File: src/hdl/calc_pkg.sv
package calc_pkg;

	localparam int ALU_W = 4;
	localparam int SHIFT_W = 32;
	localparam int SHAMT_W = $clog2(SHIFT_W);
	localparam int DEC_W = 3;
	localparam int DEC_N = 1 << DEC_W;

	// LT is a signed compare, LT and EQ return 1 or 0
	typedef enum logic [2:0] {
		ALU_ADD = 3'd0,
		ALU_SUB = 3'd1,
		ALU_NOT = 3'd2,
		ALU_AND = 3'd3,
		ALU_OR  = 3'd4,
		ALU_XOR = 3'd5,
		ALU_LT  = 3'd6,
		ALU_EQ  = 3'd7
	} alu_op_e;

	typedef struct packed {
		logic [ALU_W-1:0] a;
		logic [ALU_W-1:0] b;
		alu_op_e op;
	} alu_in_t;

	typedef struct packed {
		logic [ALU_W-1:0] res;
		logic zero;
		logic carry;
		logic overflow;
	} alu_out_t;

	typedef struct packed {
		logic [SHIFT_W-1:0] data;
		logic [SHAMT_W-1:0] shamt;
		logic left;
		logic arith;
	} shift_req_t;

	typedef struct packed {
		logic [DEC_W-1:0] code;
		logic valid;
	} enc_out_t;

endpackage

File: src/hdl/panel_pkg.sv
package panel_pkg;

	// raise TICK_DIV for a visible rate on the board
	localparam int TICK_DIV = 8;
	localparam int DIV_W = $clog2(TICK_DIV);
	localparam int COUNT_MOD = 100;
	localparam int UP_W = 7;
	localparam int DOWN_W = 3;
	localparam int RUN_LEN = 4;
	localparam int RUN_W = $clog2(RUN_LEN + 1);

	typedef struct packed {
		logic [UP_W-1:0] up;
		logic [DOWN_W-1:0] down;
	} count_t;

	// active low, a..g in bits 0..6, dp in bit 7
	typedef struct packed {
		logic [7:0] tens;
		logic [7:0] ones;
	} seg_pair_t;

	localparam logic [7:0] SEG_OFF = 8'hff;

	localparam logic [7:0] SEG_DIGIT [10] = '{
		8'hc0,
		8'hf9,
		8'ha4,
		8'hb0,
		8'h99,
		8'h92,
		8'h82,
		8'hf8,
		8'h80,
		8'h90
	};

endpackage

File: src/hdl/alu_4bit.sv
module alu_4bit import calc_pkg::*; (
	input alu_in_t in,
	output alu_out_t out
);

	logic sub;
	logic [ALU_W-1:0] b_op;
	logic [ALU_W:0] sum;
	logic ovf;
	logic lt;

	// one adder serves add, subtract and the signed compare
	always_comb begin
		sub = (in.op == ALU_SUB) || (in.op == ALU_LT);
		b_op = sub ? ~in.b : in.b;
		sum = {1'b0, in.a} + {1'b0, b_op} + {{ALU_W{1'b0}}, sub};
		ovf = (in.a[ALU_W-1] == b_op[ALU_W-1]) && (sum[ALU_W-1] != in.a[ALU_W-1]);
		// a < b when the difference is negative, corrected for overflow
		lt = sum[ALU_W-1] ^ ovf;
	end

	always_comb begin
		out = '0;
		case (in.op)
			ALU_ADD, ALU_SUB: begin
				out.res = sum[ALU_W-1:0];
				out.carry = sum[ALU_W];
				out.overflow = ovf;
			end
			ALU_NOT: begin
				out.res = ~in.a;
			end
			ALU_AND: begin
				out.res = in.a & in.b;
			end
			ALU_OR: begin
				out.res = in.a | in.b;
			end
			ALU_XOR: begin
				out.res = in.a ^ in.b;
			end
			ALU_LT: begin
				out.res = {{(ALU_W-1){1'b0}}, lt};
			end
			ALU_EQ: begin
				out.res = {{(ALU_W-1){1'b0}}, in.a == in.b};
			end
			default: begin
				out.res = '0;
			end
		endcase
		out.zero = (out.res == '0);
	end

endmodule

File: src/hdl/barrel_shifter.sv
module barrel_shifter import calc_pkg::*; (
	input shift_req_t req,
	output logic [SHIFT_W-1:0] q
);

	logic fill;
	logic [SHIFT_W-1:0] work;

	always_comb begin
		fill = req.arith && !req.left && req.data[SHIFT_W-1];
		// left shifts run through the right shifter on the reversed word
		work = req.left ? {<<{req.data}} : req.data;
		for (int i = 0; i < SHAMT_W; i++) begin
			if (req.shamt[i]) begin
				work = (work >> (1 << i))
					| ({SHIFT_W{fill}} & ~({SHIFT_W{1'b1}} >> (1 << i)));
			end
		end
		q = req.left ? {<<{work}} : work;
	end

endmodule

File: src/hdl/code_converter.sv
module code_converter import calc_pkg::*; (
	input logic [DEC_W-1:0] dec_x,
	input logic dec_en,
	output logic [DEC_N-1:0] dec_y,
	input logic [DEC_N-1:0] enc_x,
	input logic enc_en,
	output enc_out_t enc_out
);

	always_comb begin
		dec_y = '0;
		if (dec_en) begin
			dec_y[dec_x] = 1'b1;
		end
	end

	// later bits overwrite earlier ones, so the highest set bit wins
	always_comb begin
		enc_out = '0;
		if (enc_en) begin
			for (int i = 0; i < DEC_N; i++) begin
				if (enc_x[i]) begin
					enc_out.code = DEC_W'(i);
					enc_out.valid = 1'b1;
				end
			end
		end
	end

endmodule

File: src/hdl/lab_top.sv
module lab_top import calc_pkg::*, panel_pkg::*; (
	input logic clk,
	input logic rst_n,
	input alu_in_t alu_in,
	input shift_req_t shift_in,
	input logic [DEC_W-1:0] dec_x,
	input logic dec_en,
	input logic [DEC_N-1:0] enc_x,
	input logic enc_en,
	input logic count_en,
	input logic seq_bit,
	input logic seq_clr,
	output alu_out_t alu_out,
	output logic [SHIFT_W-1:0] shift_out,
	output logic [DEC_N-1:0] dec_y,
	output enc_out_t enc_out,
	output count_t count,
	output logic seq_hit,
	output seg_pair_t segs
);

	logic tick;

	alu_4bit u_alu (
		.in(alu_in),
		.out(alu_out)
	);

	barrel_shifter u_shifter (
		.req(shift_in),
		.q(shift_out)
	);

	code_converter u_codec (
		.dec_x(dec_x),
		.dec_en(dec_en),
		.dec_y(dec_y),
		.enc_x(enc_x),
		.enc_en(enc_en),
		.enc_out(enc_out)
	);

	tick_counters u_counters (
		.clk(clk),
		.rst_n(rst_n),
		.count_en(count_en),
		.tick(tick),
		.count(count)
	);

	seq_detector u_detector (
		.clk(clk),
		.rst_n(rst_n),
		.tick(tick),
		.seq_bit(seq_bit),
		.seq_clr(seq_clr),
		.seq_hit(seq_hit)
	);

	seg_display u_display (
		.clk(clk),
		.rst_n(rst_n),
		.up(count.up),
		.segs(segs)
	);

endmodule

File: src/hdl/seg_display.sv
module seg_display import panel_pkg::*; (
	input logic clk,
	input logic rst_n,
	input logic [UP_W-1:0] up,
	output seg_pair_t segs
);

	logic [3:0] tens;
	logic [3:0] ones;

	// digits above 9 cannot come from the counter, show them blank
	function automatic logic [7:0] digit_seg(input logic [3:0] d);
		if (d < 4'd10) begin
			return SEG_DIGIT[d];
		end
		return SEG_OFF;
	endfunction

	always_comb begin
		tens = 4'(up / 10);
		ones = 4'(up % 10);
	end

	always_ff @(posedge clk) begin
		if (!rst_n) begin
			segs.tens <= SEG_DIGIT[0];
			segs.ones <= SEG_DIGIT[0];
		end else begin
			segs.tens <= digit_seg(tens);
			segs.ones <= digit_seg(ones);
		end
	end

endmodule

File: src/hdl/seq_detector.sv
module seq_detector import panel_pkg::*; (
	input logic clk,
	input logic rst_n,
	input logic tick,
	input logic seq_bit,
	input logic seq_clr,
	output logic seq_hit
);

	logic [RUN_W-1:0] n_samples;
	logic [RUN_W-1:0] run_len;
	logic [RUN_W-1:0] run_next;
	logic last_bit;

	// run length including the sample taken on this tick
	always_comb begin
		if (n_samples == '0 || seq_bit != last_bit) begin
			run_next = RUN_W'(1);
		end else if (run_len == RUN_W'(RUN_LEN)) begin
			run_next = run_len;
		end else begin
			run_next = run_len + 1'b1;
		end
	end

	always_ff @(posedge clk) begin
		if (!rst_n || seq_clr) begin
			n_samples <= '0;
			run_len <= '0;
			seq_hit <= 1'b0;
		end else if (tick) begin
			if (n_samples != RUN_W'(RUN_LEN)) begin
				n_samples <= n_samples + 1'b1;
			end
			run_len <= run_next;
			seq_hit <= (run_next == RUN_W'(RUN_LEN));
		end
	end

	// only meaningful once n_samples is nonzero
	always_ff @(posedge clk) begin
		if (tick) begin
			last_bit <= seq_bit;
		end
	end

endmodule

File: src/hdl/tick_counters.sv
module tick_counters import panel_pkg::*; (
	input logic clk,
	input logic rst_n,
	input logic count_en,
	output logic tick,
	output count_t count
);

	logic [DIV_W-1:0] div_cnt;

	always_ff @(posedge clk) begin
		if (!rst_n) begin
			div_cnt <= '0;
		end else if (div_cnt == DIV_W'(TICK_DIV - 1)) begin
			div_cnt <= '0;
		end else begin
			div_cnt <= div_cnt + 1'b1;
		end
	end

	// one cycle in every TICK_DIV
	assign tick = (div_cnt == DIV_W'(TICK_DIV - 1));

	always_ff @(posedge clk) begin
		if (!rst_n) begin
			count <= '0;
		end else if (tick && count_en) begin
			if (count.up == UP_W'(COUNT_MOD - 1)) begin
				count.up <= '0;
			end else begin
				count.up <= count.up + 1'b1;
			end
			// wraps through its own width
			count.down <= count.down - 1'b1;
		end
	end

endmodule

File: config.mk
export PLATFORM = sky130hd
export DESIGN_NAME = lab_top
export DESIGN_NICKNAME = d
export VERILOG_FILES = /design/src/hdl/calc_pkg.sv /design/src/hdl/panel_pkg.sv /design/src/hdl/alu_4bit.sv /design/src/hdl/barrel_shifter.sv /design/src/hdl/code_converter.sv /design/src/hdl/lab_top.sv /design/src/hdl/seg_display.sv /design/src/hdl/seq_detector.sv /design/src/hdl/tick_counters.sv
export SDC_FILE = /design/constraint.sdc
export NUM_CORES = 1
export LEC_CHECK = 0
export BUFFER_PORTS_ARGS = -buffer_cell sky130_fd_sc_hd__buf_2
export CORE_MARGIN = 2
export CORE_UTILIZATION = 41
export CTS_BUF_LIST = sky130_fd_sc_hd__clkbuf_8
export DETAILED_ROUTE_END_ITERATION = 8
export PLACE_DENSITY = 0.63
export SLEW_MARGIN = 20
export SYNTH_ARGS = -nofsm -noshare
export SYNTH_HDL_FRONTEND = slang
export SYNTH_SLANG_ARGS = --single-unit
File: constraint.sdc
create_clock -name clk -period 7.7 [get_ports clk]
set_input_delay 0.77 -clock clk [delete_from_list [all_inputs] [get_ports clk]]
set_output_delay 0.77 -clock clk [all_outputs]
set_load 0.01 [all_outputs]
==> impl_metrics.yaml, run 1 <==
status:
  result_of_the_run: "completed"
floorplanning:
  dieWidth_um: 119
  die_height_um: 119
  initial_utilization_pct: 42.3
  floorplan.rows: 41
  die_area_um2: 14100
  design.core.area_um2: 12800
  num_io_pins: 146
min_path:
  min-delay-path-class: "register to register"
clocking:
  cts_sink_cnt: 35
  insertion_delay_ns: 0.29
  tritoncts: "yes"
  cts_root_buffer: "sky130_fd_sc_hd__clkbuf_8"
  cts_htree_levels: 2
  clk_pin_slew_ns: 0.08
  cts.path.max_buffers: 2
  postCtsSetupRepairBufs: 0
  post_cts_hold_buffer_count: 0
  cts_inserted_buffers: 5
  post_cts.resized_instances: 0
logic_synthesis:
  post_synth_inst_count: 724
  synth.yosys.warnings: 0
  synth_enable_flop_cells: 1
  syn-cell-area_um2: 5410
  yosys_most_used_dff: "sky130_fd_sc_hd__dfxtp_1"
  synth.avg_cell_area_um2: 7.47
  synthDistinctLibCells: 71
  async_flop_share_pct: 0
  yosysSeqAreaShare_pct: 13.1
  postSynthRegisterBits: 35
timing:
  slew_violations: 0
  timing.final.hold_violations: 0
  totalNegativeSetupSlack_ns: 0
  grt_setup_unrepaired: "false"
  finalCriticalPeriod_ns: 4.54
  worst-slew-pin-transition_ns: 0.881
  layout_setup_ws_ns: 3.16
  hold-worst-slack_ns: 0.453
  final_report_setup_violation_count: 0
  fin_worst_skew_ns: 0.00773
  post-route-period-util_pct: 59.0
  achievable-frequency_mhz: 220
  slew_headroom_pct: 40.8
power_and_ir_drop:
  p_clk_share_pct: 26.0
  sw_frac_of_total_pct: 37.3
  power.leakage_nw: 2.76
  intPower_uw: 407
  power.switching_uw: 242
  power.share.combinational_pct: 45.7
  power.sequential.fraction_pct: 28.3
  peakVddDrop_v: 0.0000552
  power_per_cell_area_nw_per_um2: 104
layout:
  finalNetCount: 922
  layout.cells.most_common_list: "sky130_fd_sc_hd__buf_2 (143), sky130_fd_sc_hd__nor2_1 (121), sky130_fd_sc_hd__a21oi_1 (73)"
  antenna_cells_inserted: 0
  post_route_cells_drive_above_1_share_pct: 25.2
  areaGrowthSynthToFinish_pct: 15.2
  most_frequent_standard_cell_in_the_layout_excluding_fill_and_tap_cells: "sky130_fd_sc_hd__buf_2"
  postLayoutCellArea_um2: 6230
grt:
  grt_usage_pct: 20.7
  grt_start_max_net_pins: 61
  grt_pass1_vias: 5355
  grt_pass1_wl_mm: 25.0
  globalRoute.totalOverflow: 0
  number_of_antenna_violations_at_the_first_check_in_global_routing: 0
worst_setup_path:
  critical_path.cell_chain: "buf_2 > buf_4 > inv_1 > and3_1 > nand2_1 > o21ai_0 > a21oi_1 > a211oi_1 > a31o_2 > nor2_1 > a21oi_1 > buf_2"
  worstPathRequired_ns: 6.93
  crit_path_end_kind: "output port"
  path_delay_family: "buffers and inverters"
  startpoint_type: "input pin"
  worstPathBufferInverterCount: 4
  cp_slowest_cell: "sky130_fd_sc_hd__buf_4"
  worstPathArrival_ns: 3.77
  worstSetupPathType: "input pin to output port"
  timing.critical_path.fanout_max: 52
  critical-path-max-stage-delay_ns: 0.59
place:
  dp_slack_ns: 3.13
  weighted_congestion_reported_at_the_end_of_routability_driven_placement: 0.886
  buffer_ports.inserted: 143
  detailed_place.area_um2: 6120
  detailed_place_hpwl_mm: 12.0
drt:
  ant_nets: 0
  first_pass_iters: 5
  vias_per_cell: 5.75
  route.detailed.wl_per_inst_um: 15.2
  routed-via-count: 5717
  initialDrtViolationCount: 324
  detail_route.drc_violations: 0
  wl_mm: 15.1
job:
  maxCapViolations: 0
-- power by group through the flow --
stage | clock, mW | combinational (mW) | sequential (mW)
after floorplan | 0 | 0.203 | 0.188
after global placement | 0 | 0.291 | 0.188
after detailed placement | 0 | 0.296 | 0.188
after CTS | 0.172 | 0.297 | 0.184
after global routing | 0.179 | 0.328 | 0.184
final | 0.169 | 0.297 | 0.184
-- cells by family after synthesis --
group	count (synthesis)	share of synthesized area (%)
simple gates	250	21.2
compound gates	218	25.7
buf+inv	89	6.87
mux	79	22.2
flops	35	13.1
fa+ha+maj	33	7.73
xor+xnor	19	3.08
other cells	1	0.0693
-- synth_stat cells, types with 3 or more instances --
| cell | count | share of area [%] |
|---|---|---|
| sky130_fd_sc_hd__o211ai_1 | 10 | 1.4 |
| sky130_fd_sc_hd__mux2i_1 | 39 | 7.2 |
| sky130_fd_sc_hd__nor2b_1 | 8 | 0.93 |
| sky130_fd_sc_hd__a31oi_1 | 5 | 0.58 |
| sky130_fd_sc_hd__nor2_1 | 121 | 8.4 |
| sky130_fd_sc_hd__a221oi_1 | 4 | 0.65 |
| sky130_fd_sc_hd__ha_1 | 31 | 7.2 |
| sky130_fd_sc_hd__nand3_1 | 8 | 0.74 |
| sky130_fd_sc_hd__a21oi_1 | 73 | 6.8 |
| sky130_fd_sc_hd__mux4_2 | 32 | 13 |
| sky130_fd_sc_hd__a211oi_1 | 12 | 1.7 |
| sky130_fd_sc_hd__nor4_1 | 4 | 0.46 |
| sky130_fd_sc_hd__inv_1 | 28 | 1.9 |
| sky130_fd_sc_hd__a22o_1 | 5 | 0.81 |
| sky130_fd_sc_hd__inv_2 | 4 | 0.28 |
| sky130_fd_sc_hd__mux2_2 | 8 | 1.7 |
| sky130_fd_sc_hd__dfxtp_1 | 34 | 13 |
| sky130_fd_sc_hd__nor3_1 | 19 | 1.8 |
| sky130_fd_sc_hd__or3_1 | 6 | 0.69 |
| sky130_fd_sc_hd__o22ai_1 | 3 | 0.35 |
| sky130_fd_sc_hd__a21o_1 | 7 | 0.97 |
| sky130_fd_sc_hd__o21a_1 | 9 | 1.2 |
| sky130_fd_sc_hd__xor2_1 | 5 | 0.81 |
| sky130_fd_sc_hd__nand4_1 | 3 | 0.35 |
| sky130_fd_sc_hd__xnor2_1 | 14 | 2.3 |
| sky130_fd_sc_hd__buf_1 | 8 | 0.56 |
| sky130_fd_sc_hd__o21ai_0 | 57 | 5.3 |
| sky130_fd_sc_hd__and3_1 | 4 | 0.46 |
| sky130_fd_sc_hd__buf_2 | 5 | 0.46 |
| sky130_fd_sc_hd__a21boi_0 | 4 | 0.56 |
| sky130_fd_sc_hd__nand3b_1 | 9 | 1.2 |
| sky130_fd_sc_hd__and2_1 | 5 | 0.58 |
| sky130_fd_sc_hd__buf_4 | 3 | 0.42 |
| sky130_fd_sc_hd__nand2_1 | 40 | 2.8 |
| sky130_fd_sc_hd__nand2b_1 | 16 | 1.9 |
| sky130_fd_sc_hd__clkbuf_1 | 36 | 2.5 |
-- final timing paths --
path	start	to	slack (ns)	depth (start not counted)
max	shift_in[1]	shift_out[20]	3.16	12
min	u_counters.div_cnt[0]$_SDFF_PP0_	u_counters.div_cnt[0]$_SDFF_PP0_	0.45	1
max reg2reg	u_counters.count[7]$_SDFFE_PN0P_	u_display.segs[6]$_SDFF_PN1_	3.32	15
min reg2reg	u_counters.div_cnt[0]$_SDFF_PP0_	u_counters.div_cnt[0]$_SDFF_PP0_	0.45	1
-- flip-flops by register name, summed over array words and instances, names as in the netlist --
register	cells
u_display.segs	14
u_counters.count	10
u_detector.run_len	3
u_detector.n_samples	3
u_detector.seq_hit	1
u_detector.last_bit	1
u_counters.div_cnt	3
-- layer usage --
metal | vias to the layer above | routed length [um] | GRT usage [%]
li1 | 2835 | - | -
met1 | 2703 | 6240 | 24.0
met2 | 151 | 7960 | 39.6
met3 | 28 | 579 | 2.25
met4 | 0 | 349 | 6.32
met5 | - | 0 | 0
-- area by class of cell --
type / count / area (um2)
clock buffers: 5 / 68.8
clock inverters: 3 / 43.8
fillers: 1301 / 6550
inverters: 35 / 136
multi-input cells: 601 / 4330
flip-flops and latches: 35 / 711
well taps: 172 / 215
repair buffers: 144 / 723
-- through the flow --
step,std cells,power (mW),util [%]
after detailed placement,987,0.484,47.9
after global routing,995,0.691,48.8
after CTS,995,0.653,48.8
final,995,0.649,48.8
after global placement,987,0.479,47.9
after floorplan,725,0.391,-
Note: power is estimated with default switching activity, not from simulation.
==> run 2, diff against run 1 <==
--- a/config.mk
+++ b/config.mk
@@ -5,12 +5,13 @@
 export SDC_FILE = /design/constraint.sdc
 export NUM_CORES = 1
 export LEC_CHECK = 0
+export ABC_AREA = 1
 export BUFFER_PORTS_ARGS = -buffer_cell sky130_fd_sc_hd__buf_2
 export CORE_MARGIN = 2
 export CORE_UTILIZATION = 41
 export CTS_BUF_LIST = sky130_fd_sc_hd__clkbuf_8
 export DETAILED_ROUTE_END_ITERATION = 8
-export PLACE_DENSITY = 0.63
+export PLACE_DENSITY = 0.64
 export SLEW_MARGIN = 20
 export SYNTH_ARGS = -nofsm -noshare
 export SYNTH_HDL_FRONTEND = slang
==> constraint.sdc (replaced) <==
create_clock -name clk -period 4.2 [get_ports clk]
set_input_delay 0.42 -clock clk [delete_from_list [all_inputs] [get_ports clk]]
set_output_delay 0.42 -clock clk [all_outputs]
set_load 0.01 [all_outputs]
==> run 2 against run 1 <==
  * Count of clock-buffer cells in the layout stayed put
  * Sequential share of layout area up 0.86 points
  * Largest power group unchanged
  * Synthesized cell count increased by 24%
  * Die area fell by 7.9%
  * Critical endpoint unchanged
  * Via count increased by 4.4%
  * Critical path depth stayed put
  * Register-to-register slack got worse by 2.4 ns
  * Routed wire length is 6.0% lower
  * Non-clock buffer count is 2 higher
  * Largest cell class unchanged
  * Clock skew is 0.0051 ns lower
  * Area after synthesis decreased by 8.1%
  * Utilization shrank 0.13 points
==> impl_metrics.yaml, run 2 <==
layout:
  reg.largest.list: "u_display.segs x14, u_counters.count x10"
  layout.cells.most_common_list: "sky130_fd_sc_hd__nand2_1 (263), sky130_fd_sc_hd__o21ai_0 (151), sky130_fd_sc_hd__buf_2 (143)"
  most_frequent_standard_cell_in_the_layout_excluding_fill_and_tap_cells: "sky130_fd_sc_hd__nand2_1"
  postLayoutCellArea_um2: 5790
  largest_reg_flops: 14
  antenna_cells_inserted: 0
  max_flop_register: "u_display.segs"
  post_route_cells_drive_above_1_share_pct: 18.0
  areaGrowthSynthToFinish_pct: 16.6
  finalNetCount: 1105
  post_layout_cell_count: 1153
drt:
  first_pass_iters: 5
  wirelength_met1_mm: 6.86
  ant_nets: 0
  detail_route.drc_violations: 0
  vias_per_cell: 5.17
  route.detailed.wl_per_inst_um: 12.3
  met3_layer_wire_length_in_the_routed_design_um: 775
  initialDrtViolationCount: 397
  wl_mm: 14.2
  routed-via-count: 5966
  total_length_of_routed_met2_wires_mm: 6.48
  highest-signal-layer: "met4"
logic_synthesis:
  postSynthRegisterBits: 35
  yosys_most_used_dff: "sky130_fd_sc_hd__dfxtp_1"
  synth_largest_area_cell: "sky130_fd_sc_hd__nand2_1"
  synth.top_cell.area_share_pct: 19.9
  syn-cell-area_um2: 4970
  yosysSeqAreaShare_pct: 14.3
  synth_enable_flop_cells: 1
  synth.yosys.warnings: 0
  yosysMostFrequentCell: "sky130_fd_sc_hd__nand2_1"
  post_synth_inst_count: 898
  async_flop_share_pct: 0
  synth_area_leaders: "sky130_fd_sc_hd__nand2_1 (20%), sky130_fd_sc_hd__o21ai_0 (15%), sky130_fd_sc_hd__dfxtp_1 (14%)"
  synth.avg_cell_area_um2: 5.53
  synthDistinctLibCells: 46
  synth_common_cells: "sky130_fd_sc_hd__nand2_1 (263), sky130_fd_sc_hd__o21ai_0 (151), sky130_fd_sc_hd__inv_1 (85)"
job:
  maxCapViolations: 0
power_and_ir_drop:
  power.leakage_nw: 3.05
  power_per_cell_area_nw_per_um2: 179
  peakVddDrop_v: 0.000161
worst_setup_path:
  worstPathRequired_ns: 3.78
  worst_reg2reg_endpoint: "u_display.segs[6]$_SDFF_PN1_"
  critical_path.cell_chain: "buf_2 > inv_1 > nand3_1 > o21ai_0 > mux2i_1 > o21ai_0 > nand2_1 > o21ai_0 > o21ai_0 > inv_1 > o21ai_0 > buf_2"
  crit-reg2reg-launch: "u_counters.count[7]$_SDFFE_PN0P_"
  timing.critical_path.fanout_max: 34
  worstPathArrival_ns: 3.00
  timing.reg2reg.worst_path_depth: 21
  startpoint_type: "input pin"
  crit_path_end_kind: "output port"
  worstSetupPathType: "input pin to output port"
  path_common_cell: "sky130_fd_sc_hd__o21ai_0"
  critical-path-max-stage-delay_ns: 0.50
  cp_slowest_cell: "sky130_fd_sc_hd__inv_1"
  r2r_setup_slack_ns: 0.95
clocking:
  tritoncts: "yes"
  cts.path.max_buffers: 2
  cts_sink_cnt: 35
  post_cts_hold_buffer_count: 0
  cts_inserted_buffers: 5
  post_cts.resized_instances: 0
  cts_root_buffer: "sky130_fd_sc_hd__clkbuf_8"
  clk_pin_slew_ns: 0.07
  postCtsSetupRepairBufs: 0
  cts_htree_levels: 2
  insertion_delay_ns: 0.28
grt:
  number_of_antenna_violations_at_the_first_check_in_global_routing: 1
  grt_pass1_vias: 5220
  globalRoute.totalOverflow: 0
  grt_usage_pct: 21.2
  grt_pass1_wl_mm: 23.5
  grt_start_max_net_pins: 67
timing:
  post-route-period-util_pct: 81.5
  slew_headroom_pct: 45.4
  totalNegativeSetupSlack_ns: 0
  fin_worst_skew_ns: 0.00264
  slew_violations: 0
  final_report_setup_violation_count: 0
  grt_setup_unrepaired: "false"
  achievable-frequency_mhz: 292
  hold-worst-slack_ns: 0.338
  worst-slew-pin-transition_ns: 0.817
  finalCriticalPeriod_ns: 3.42
  timing.final.hold_violations: 0
  layout_setup_ws_ns: 0.778
place:
  detailed_place.area_um2: 5710
  dp_slack_ns: 0.841
  placedCellCount: 1145
  detailed_place_hpwl_mm: 11.5
  weighted_congestion_reported_at_the_end_of_routability_driven_placement: 0.892
  buffer_ports.inserted: 143
floorplanning:
  die_height_um: 114
  dieWidth_um: 114
  initial_utilization_pct: 41.7
  design.core.area_um2: 11900
  num_io_pins: 146
  die_area_um2: 13000
  floorplan.rows: 40
min_path:
  hold_end: "u_detector.last_bit$_DFFE_PP_"
  worst_hold_path.num_cells: 1
  holdCritStartpoint: "seq_bit"
  min-delay-path-class: "input pin to register"
status:
  result_of_the_run: "completed"
## run 2: worst max-delay path by stage
| stage | depth (start not counted) | to | start | slack (ns) |
|---|---|---|---|---|
| 2_1_floorplan | 9 | alu_out[2] | alu_in[1] | 1.15 |
| 3_3_place_gp | 11 | alu_out[2] | alu_in[1] | 0.84 |
| 3_5_place_dp | 11 | alu_out[2] | alu_in[1] | 0.84 |
| 4_1_cts | 11 | alu_out[2] | alu_in[1] | 0.84 |
| 5_1_grt | 12 | shift_out[9] | shift_in[2] | 0.49 |
| 6_report | 12 | shift_out[20] | shift_in[2] | 0.78 |
## run 2: stage by stage
stage          total power [mW]  utilization, %
4_1_cts                    1.04            48.6
2_1_floorplan             0.659               -
3_3_place_gp              0.813            48.0
5_1_grt                    1.12            48.6
6_report                   1.04            48.6
3_5_place_dp              0.815            48.0
## run 2: critical path, delay by kind of cell
kind / cells / cell delay, ns
muxes: 1 / 0.34
AOI/OAI and AO/OA: 5 / 0.79
buffers and inverters: 4 / 1.14
and+or+nand+nor: 2 / 0.31
## run 2: kinds of logic after synthesis
kind of cell,share of synthesized area [%]
other cells,0.0755
simple gates,36.8
mux,3.63
compound gates,24.8
fa+ha+maj,8.21
buf+inv,10.8
xor+xnor,1.41
flops,14.3
## run 2: area by class of cell
class,count,area [um2]
fillers,1326,6120
clock inverters,3,12.5
clock buffers,5,68.8
multi-input cells,723,3730
repair buffers,146,738
flip-flops and latches,35,711
inverters,94,353
well taps,147,184
## run 2: layer usage
metal,vias up,GRT usage (%)
li1,3174,-
met1,2631,29.2
met2,151,36.0
met3,10,3.34
met4,0,2.85
met5,-,0
## run 2: where the power goes
part           total (mW)  internal (mW)  switching, mW
logic               0.475          0.168          0.307
registers           0.337          0.336        0.00107
clock network       0.225          0.111          0.113
total                1.04          0.616          0.421
==> run 3, diff against run 2 <==
--- a/config.mk
+++ b/config.mk
@@ -11,7 +11,7 @@
 export CORE_UTILIZATION = 41
 export CTS_BUF_LIST = sky130_fd_sc_hd__clkbuf_8
 export DETAILED_ROUTE_END_ITERATION = 8
-export PLACE_DENSITY = 0.64
+export PLACE_DENSITY = 0.66
 export SLEW_MARGIN = 20
 export SYNTH_ARGS = -nofsm -noshare
 export SYNTH_HDL_FRONTEND = slang
==> constraint.sdc (replaced) <==
create_clock -name clk -period 2.75 [get_ports clk]
set_input_delay 0.275 -clock clk [delete_from_list [all_inputs] [get_ports clk]]
set_output_delay 0.275 -clock clk [all_outputs]
set_load 0.01 [all_outputs]
==> run 3 against run 2 <==
  * Combinational power grew 68%
  * Die area is the same
  * The flow now finishes with violations (negative setup slack)
  * Sequential share of layout area shrank 1.3 points
  * Routed wire length grew 7.3%
  * Final cell count grew 3.2%
  * Worst hold slack lost 0.16 ns
  * Via count grew 3.9%
==> impl_metrics.yaml, run 3 (synthesized netlist as in run 2, its figures left out) <==
layout:
  antenna_cells_inserted: 0
  most_frequent_standard_cell_in_the_layout_excluding_fill_and_tap_cells: "sky130_fd_sc_hd__nand2_1"
  post_layout_cell_count: 1190
  finalNetCount: 1142
  area.sequential_um2: 717
  layout.cells.most_common_list: "sky130_fd_sc_hd__nand2_1 (253), sky130_fd_sc_hd__buf_2 (141), sky130_fd_sc_hd__o21ai_0 (117)"
  multi_input_area_um2: 4080
  final.fill_count: 1235
  post_route_cells_drive_above_1_share_pct: 26.1
  areaGrowthSynthToFinish_pct: 31.0
  largest_reg_flops: 14
  finalCoreUtilization_pct: 54.7
  reg.largest.list: "u_display.segs x14, u_counters.count x10"
  max_flop_register: "u_display.segs"
timing:
  timing.final.hold_violations: 0
  layout_setup_ws_ns: -0.0517
  fin_worst_skew_ns: 0.0120
  post-route-period-util_pct: 102
  grt_setup_unrepaired: "true"
  worst-slew-pin-transition_ns: 0.647
  slew_violations: 0
  achievable-frequency_mhz: 357
  final_report_setup_violation_count: 6
  finalCriticalPeriod_ns: 2.80
  slew_headroom_pct: 56.8
  totalNegativeSetupSlack_ns: -0.164
drt:
  detail_route.drc_violations: 0
  initialDrtViolationCount: 501
  ant_nets: 0
  routed-via-count: 6201
  vias_per_cell: 5.21
  first_pass_iters: 6
  wl_mm: 15.3
  route.detailed.wl_per_inst_um: 12.8
grt:
  grt_usage_pct: 21.3
  grt_pass1_wl_mm: 23.3
  grt_pass1_vias: 5068
  grt_start_max_net_pins: 67
  globalRoute.totalOverflow: 0
  number_of_antenna_violations_at_the_first_check_in_global_routing: 0
worst_setup_path:
  critical_path.cell_chain: "inv_4 > nand2_4 > ha_4 > o21bai_4 > nand2_2 > nand3_2 > nand2_2 > inv_2 > nand2_2 > nor2_4 > nand2_4 > nand2_4 > nand3_4 > a21oi_4 > nand2_4 > nand2_4 > nand2_4 > ha_4 > or2_1 > nand3_1 > nand3_1"
  worstPathArrival_ns: 2.98
  worstPathRequired_ns: 2.93
  timing.reg2reg.worst_path_depth: 21
  worst_setup_path_startpoint: "u_counters.count[8]$_SDFFE_PN0P_"
  timing.critical_path.fanout_max: 4
  crit-reg2reg-launch: "u_counters.count[8]$_SDFFE_PN0P_"
  crit_path_end_kind: "register"
  path_common_cell: "sky130_fd_sc_hd__nand2_4"
  endpoint: "u_display.segs[6]$_SDFF_PN1_"
  worstSetupPathType: "register to register"
  r2r_setup_slack_ns: -0.05
  cp_slowest_cell: "sky130_fd_sc_hd__dfxtp_4"
  worst_reg2reg_endpoint: "u_display.segs[6]$_SDFF_PN1_"
  startpoint_type: "register"
  critical-path-max-stage-delay_ns: 0.36
place:
  weighted_congestion_reported_at_the_end_of_routability_driven_placement: 0.949
  dp_slack_ns: 0.0000322
  detailed_place_hpwl_mm: 11.5
  placedCellCount: 1172
  buffer_ports.inserted: 143
clocking:
  tritoncts: "yes"
  cts_root_buffer: "sky130_fd_sc_hd__clkbuf_8"
  cts_sink_cnt: 35
  post_cts_hold_buffer_count: 0
  cts_htree_levels: 2
  insertion_delay_ns: 0.30
  cts_inserted_buffers: 5
  cts.path.max_buffers: 2
  clk_pin_slew_ns: 0.09
floorplanning:
  initial_utilization_pct: 41.7
  die_height_um: 114
  dieWidth_um: 114
  num_io_pins: 146
  design.core.area_um2: 11900
  floorplan.rows: 40
  die_area_um2: 13000
power_and_ir_drop:
  power.total_mw: 1.72
  power_per_cell_area_nw_per_um2: 264
  peakVddDrop_v: 0.000124
  power.leakage_nw: 3.35
status:
  result_of_the_run: "finished, violations left"
  violations: "negative setup slack"
job:
  maxCapViolations: 0
min_path:
  min-delay-path-class: "input pin to register"
[run 3: cell types whose count changed in the layout (fill, tap and decap cells not counted), moves of 7 or more]
cell	delta
sky130_fd_sc_hd__o21ai_0	-34
sky130_fd_sc_hd__o21ai_1	+32
sky130_fd_sc_hd__nand2_4	+11
sky130_fd_sc_hd__buf_4	+31
sky130_fd_sc_hd__nand2_1	-10
sky130_fd_sc_hd__nand3_2	+7
sky130_fd_sc_hd__nand3_1	-11
[run 3: where the power goes]
part           switching, mW  internal, mW
registers            0.00193         0.512
logic                  0.502         0.298
clock network          0.222         0.181
[run 3: worst min-delay path by stage]
stage                                                start                          endpoint  slack [ns]  cells past startpoint
after floorplan                                    seq_bit     u_detector.last_bit$_DFFE_PP_        0.37                      0
after detailed placement  u_counters.div_cnt[0]$_SDFF_PP0_  u_counters.div_cnt[0]$_SDFF_PP0_        0.42                      1
final                                              seq_bit     u_detector.last_bit$_DFFE_PP_        0.18                      1
after global placement    u_counters.div_cnt[0]$_SDFF_PP0_  u_counters.div_cnt[0]$_SDFF_PP0_        0.41                      1
after global routing                               seq_bit     u_detector.last_bit$_DFFE_PP_        0.17                      1
after CTS                                          seq_bit     u_detector.last_bit$_DFFE_PP_        0.17                      1
[run 3: repair_timing]
action                     CTS  global route
pin swaps                    1            32
resized for setup            2           108
setup buffers                1             7
cloned                       0             2
setup endpoints to repair    1            41
[run 3: area by class of cell]
| class | instances | area share (%) |
|---|---|---|
| flip-flops and latches | 35 | 11.0 |
| repair buffers | 182 | 16.4 |
| inverters | 94 | 5.59 |
| clock inverters | 3 | 0.365 |
| well taps | 147 | 2.82 |
| clock buffers | 5 | 1.06 |
| multi-input cells | 724 | 62.7 |
[run 3: through the flow]
stage | instance area (um2) | hold slack (ns)
after global routing | 6510 | 0.172
after global placement | 5990 | 0.415
after detailed placement | 5990 | 0.424
after floorplan | 5020 | 0.374
final | 6510 | 0.181
after CTS | 6090 | 0.170
[run 3: metal layers]
layer	up-vias	track usage [%]	share of wire, %
met1	2726	32.8	50
li1	3261	-	-
met3	12	3.39	7.1
met4	0	3.58	0.84
met2	202	31.4	42
met5	-	0	0
[run 3: worst max-delay path: cells and delay by family, from the launching register on]
family	cells	cell delay, ns
fa+ha+maj	2	0.41
buf+inv	2	0.13
flops	1	0.36
compound gates	2	0.39
simple gates	15	1.40
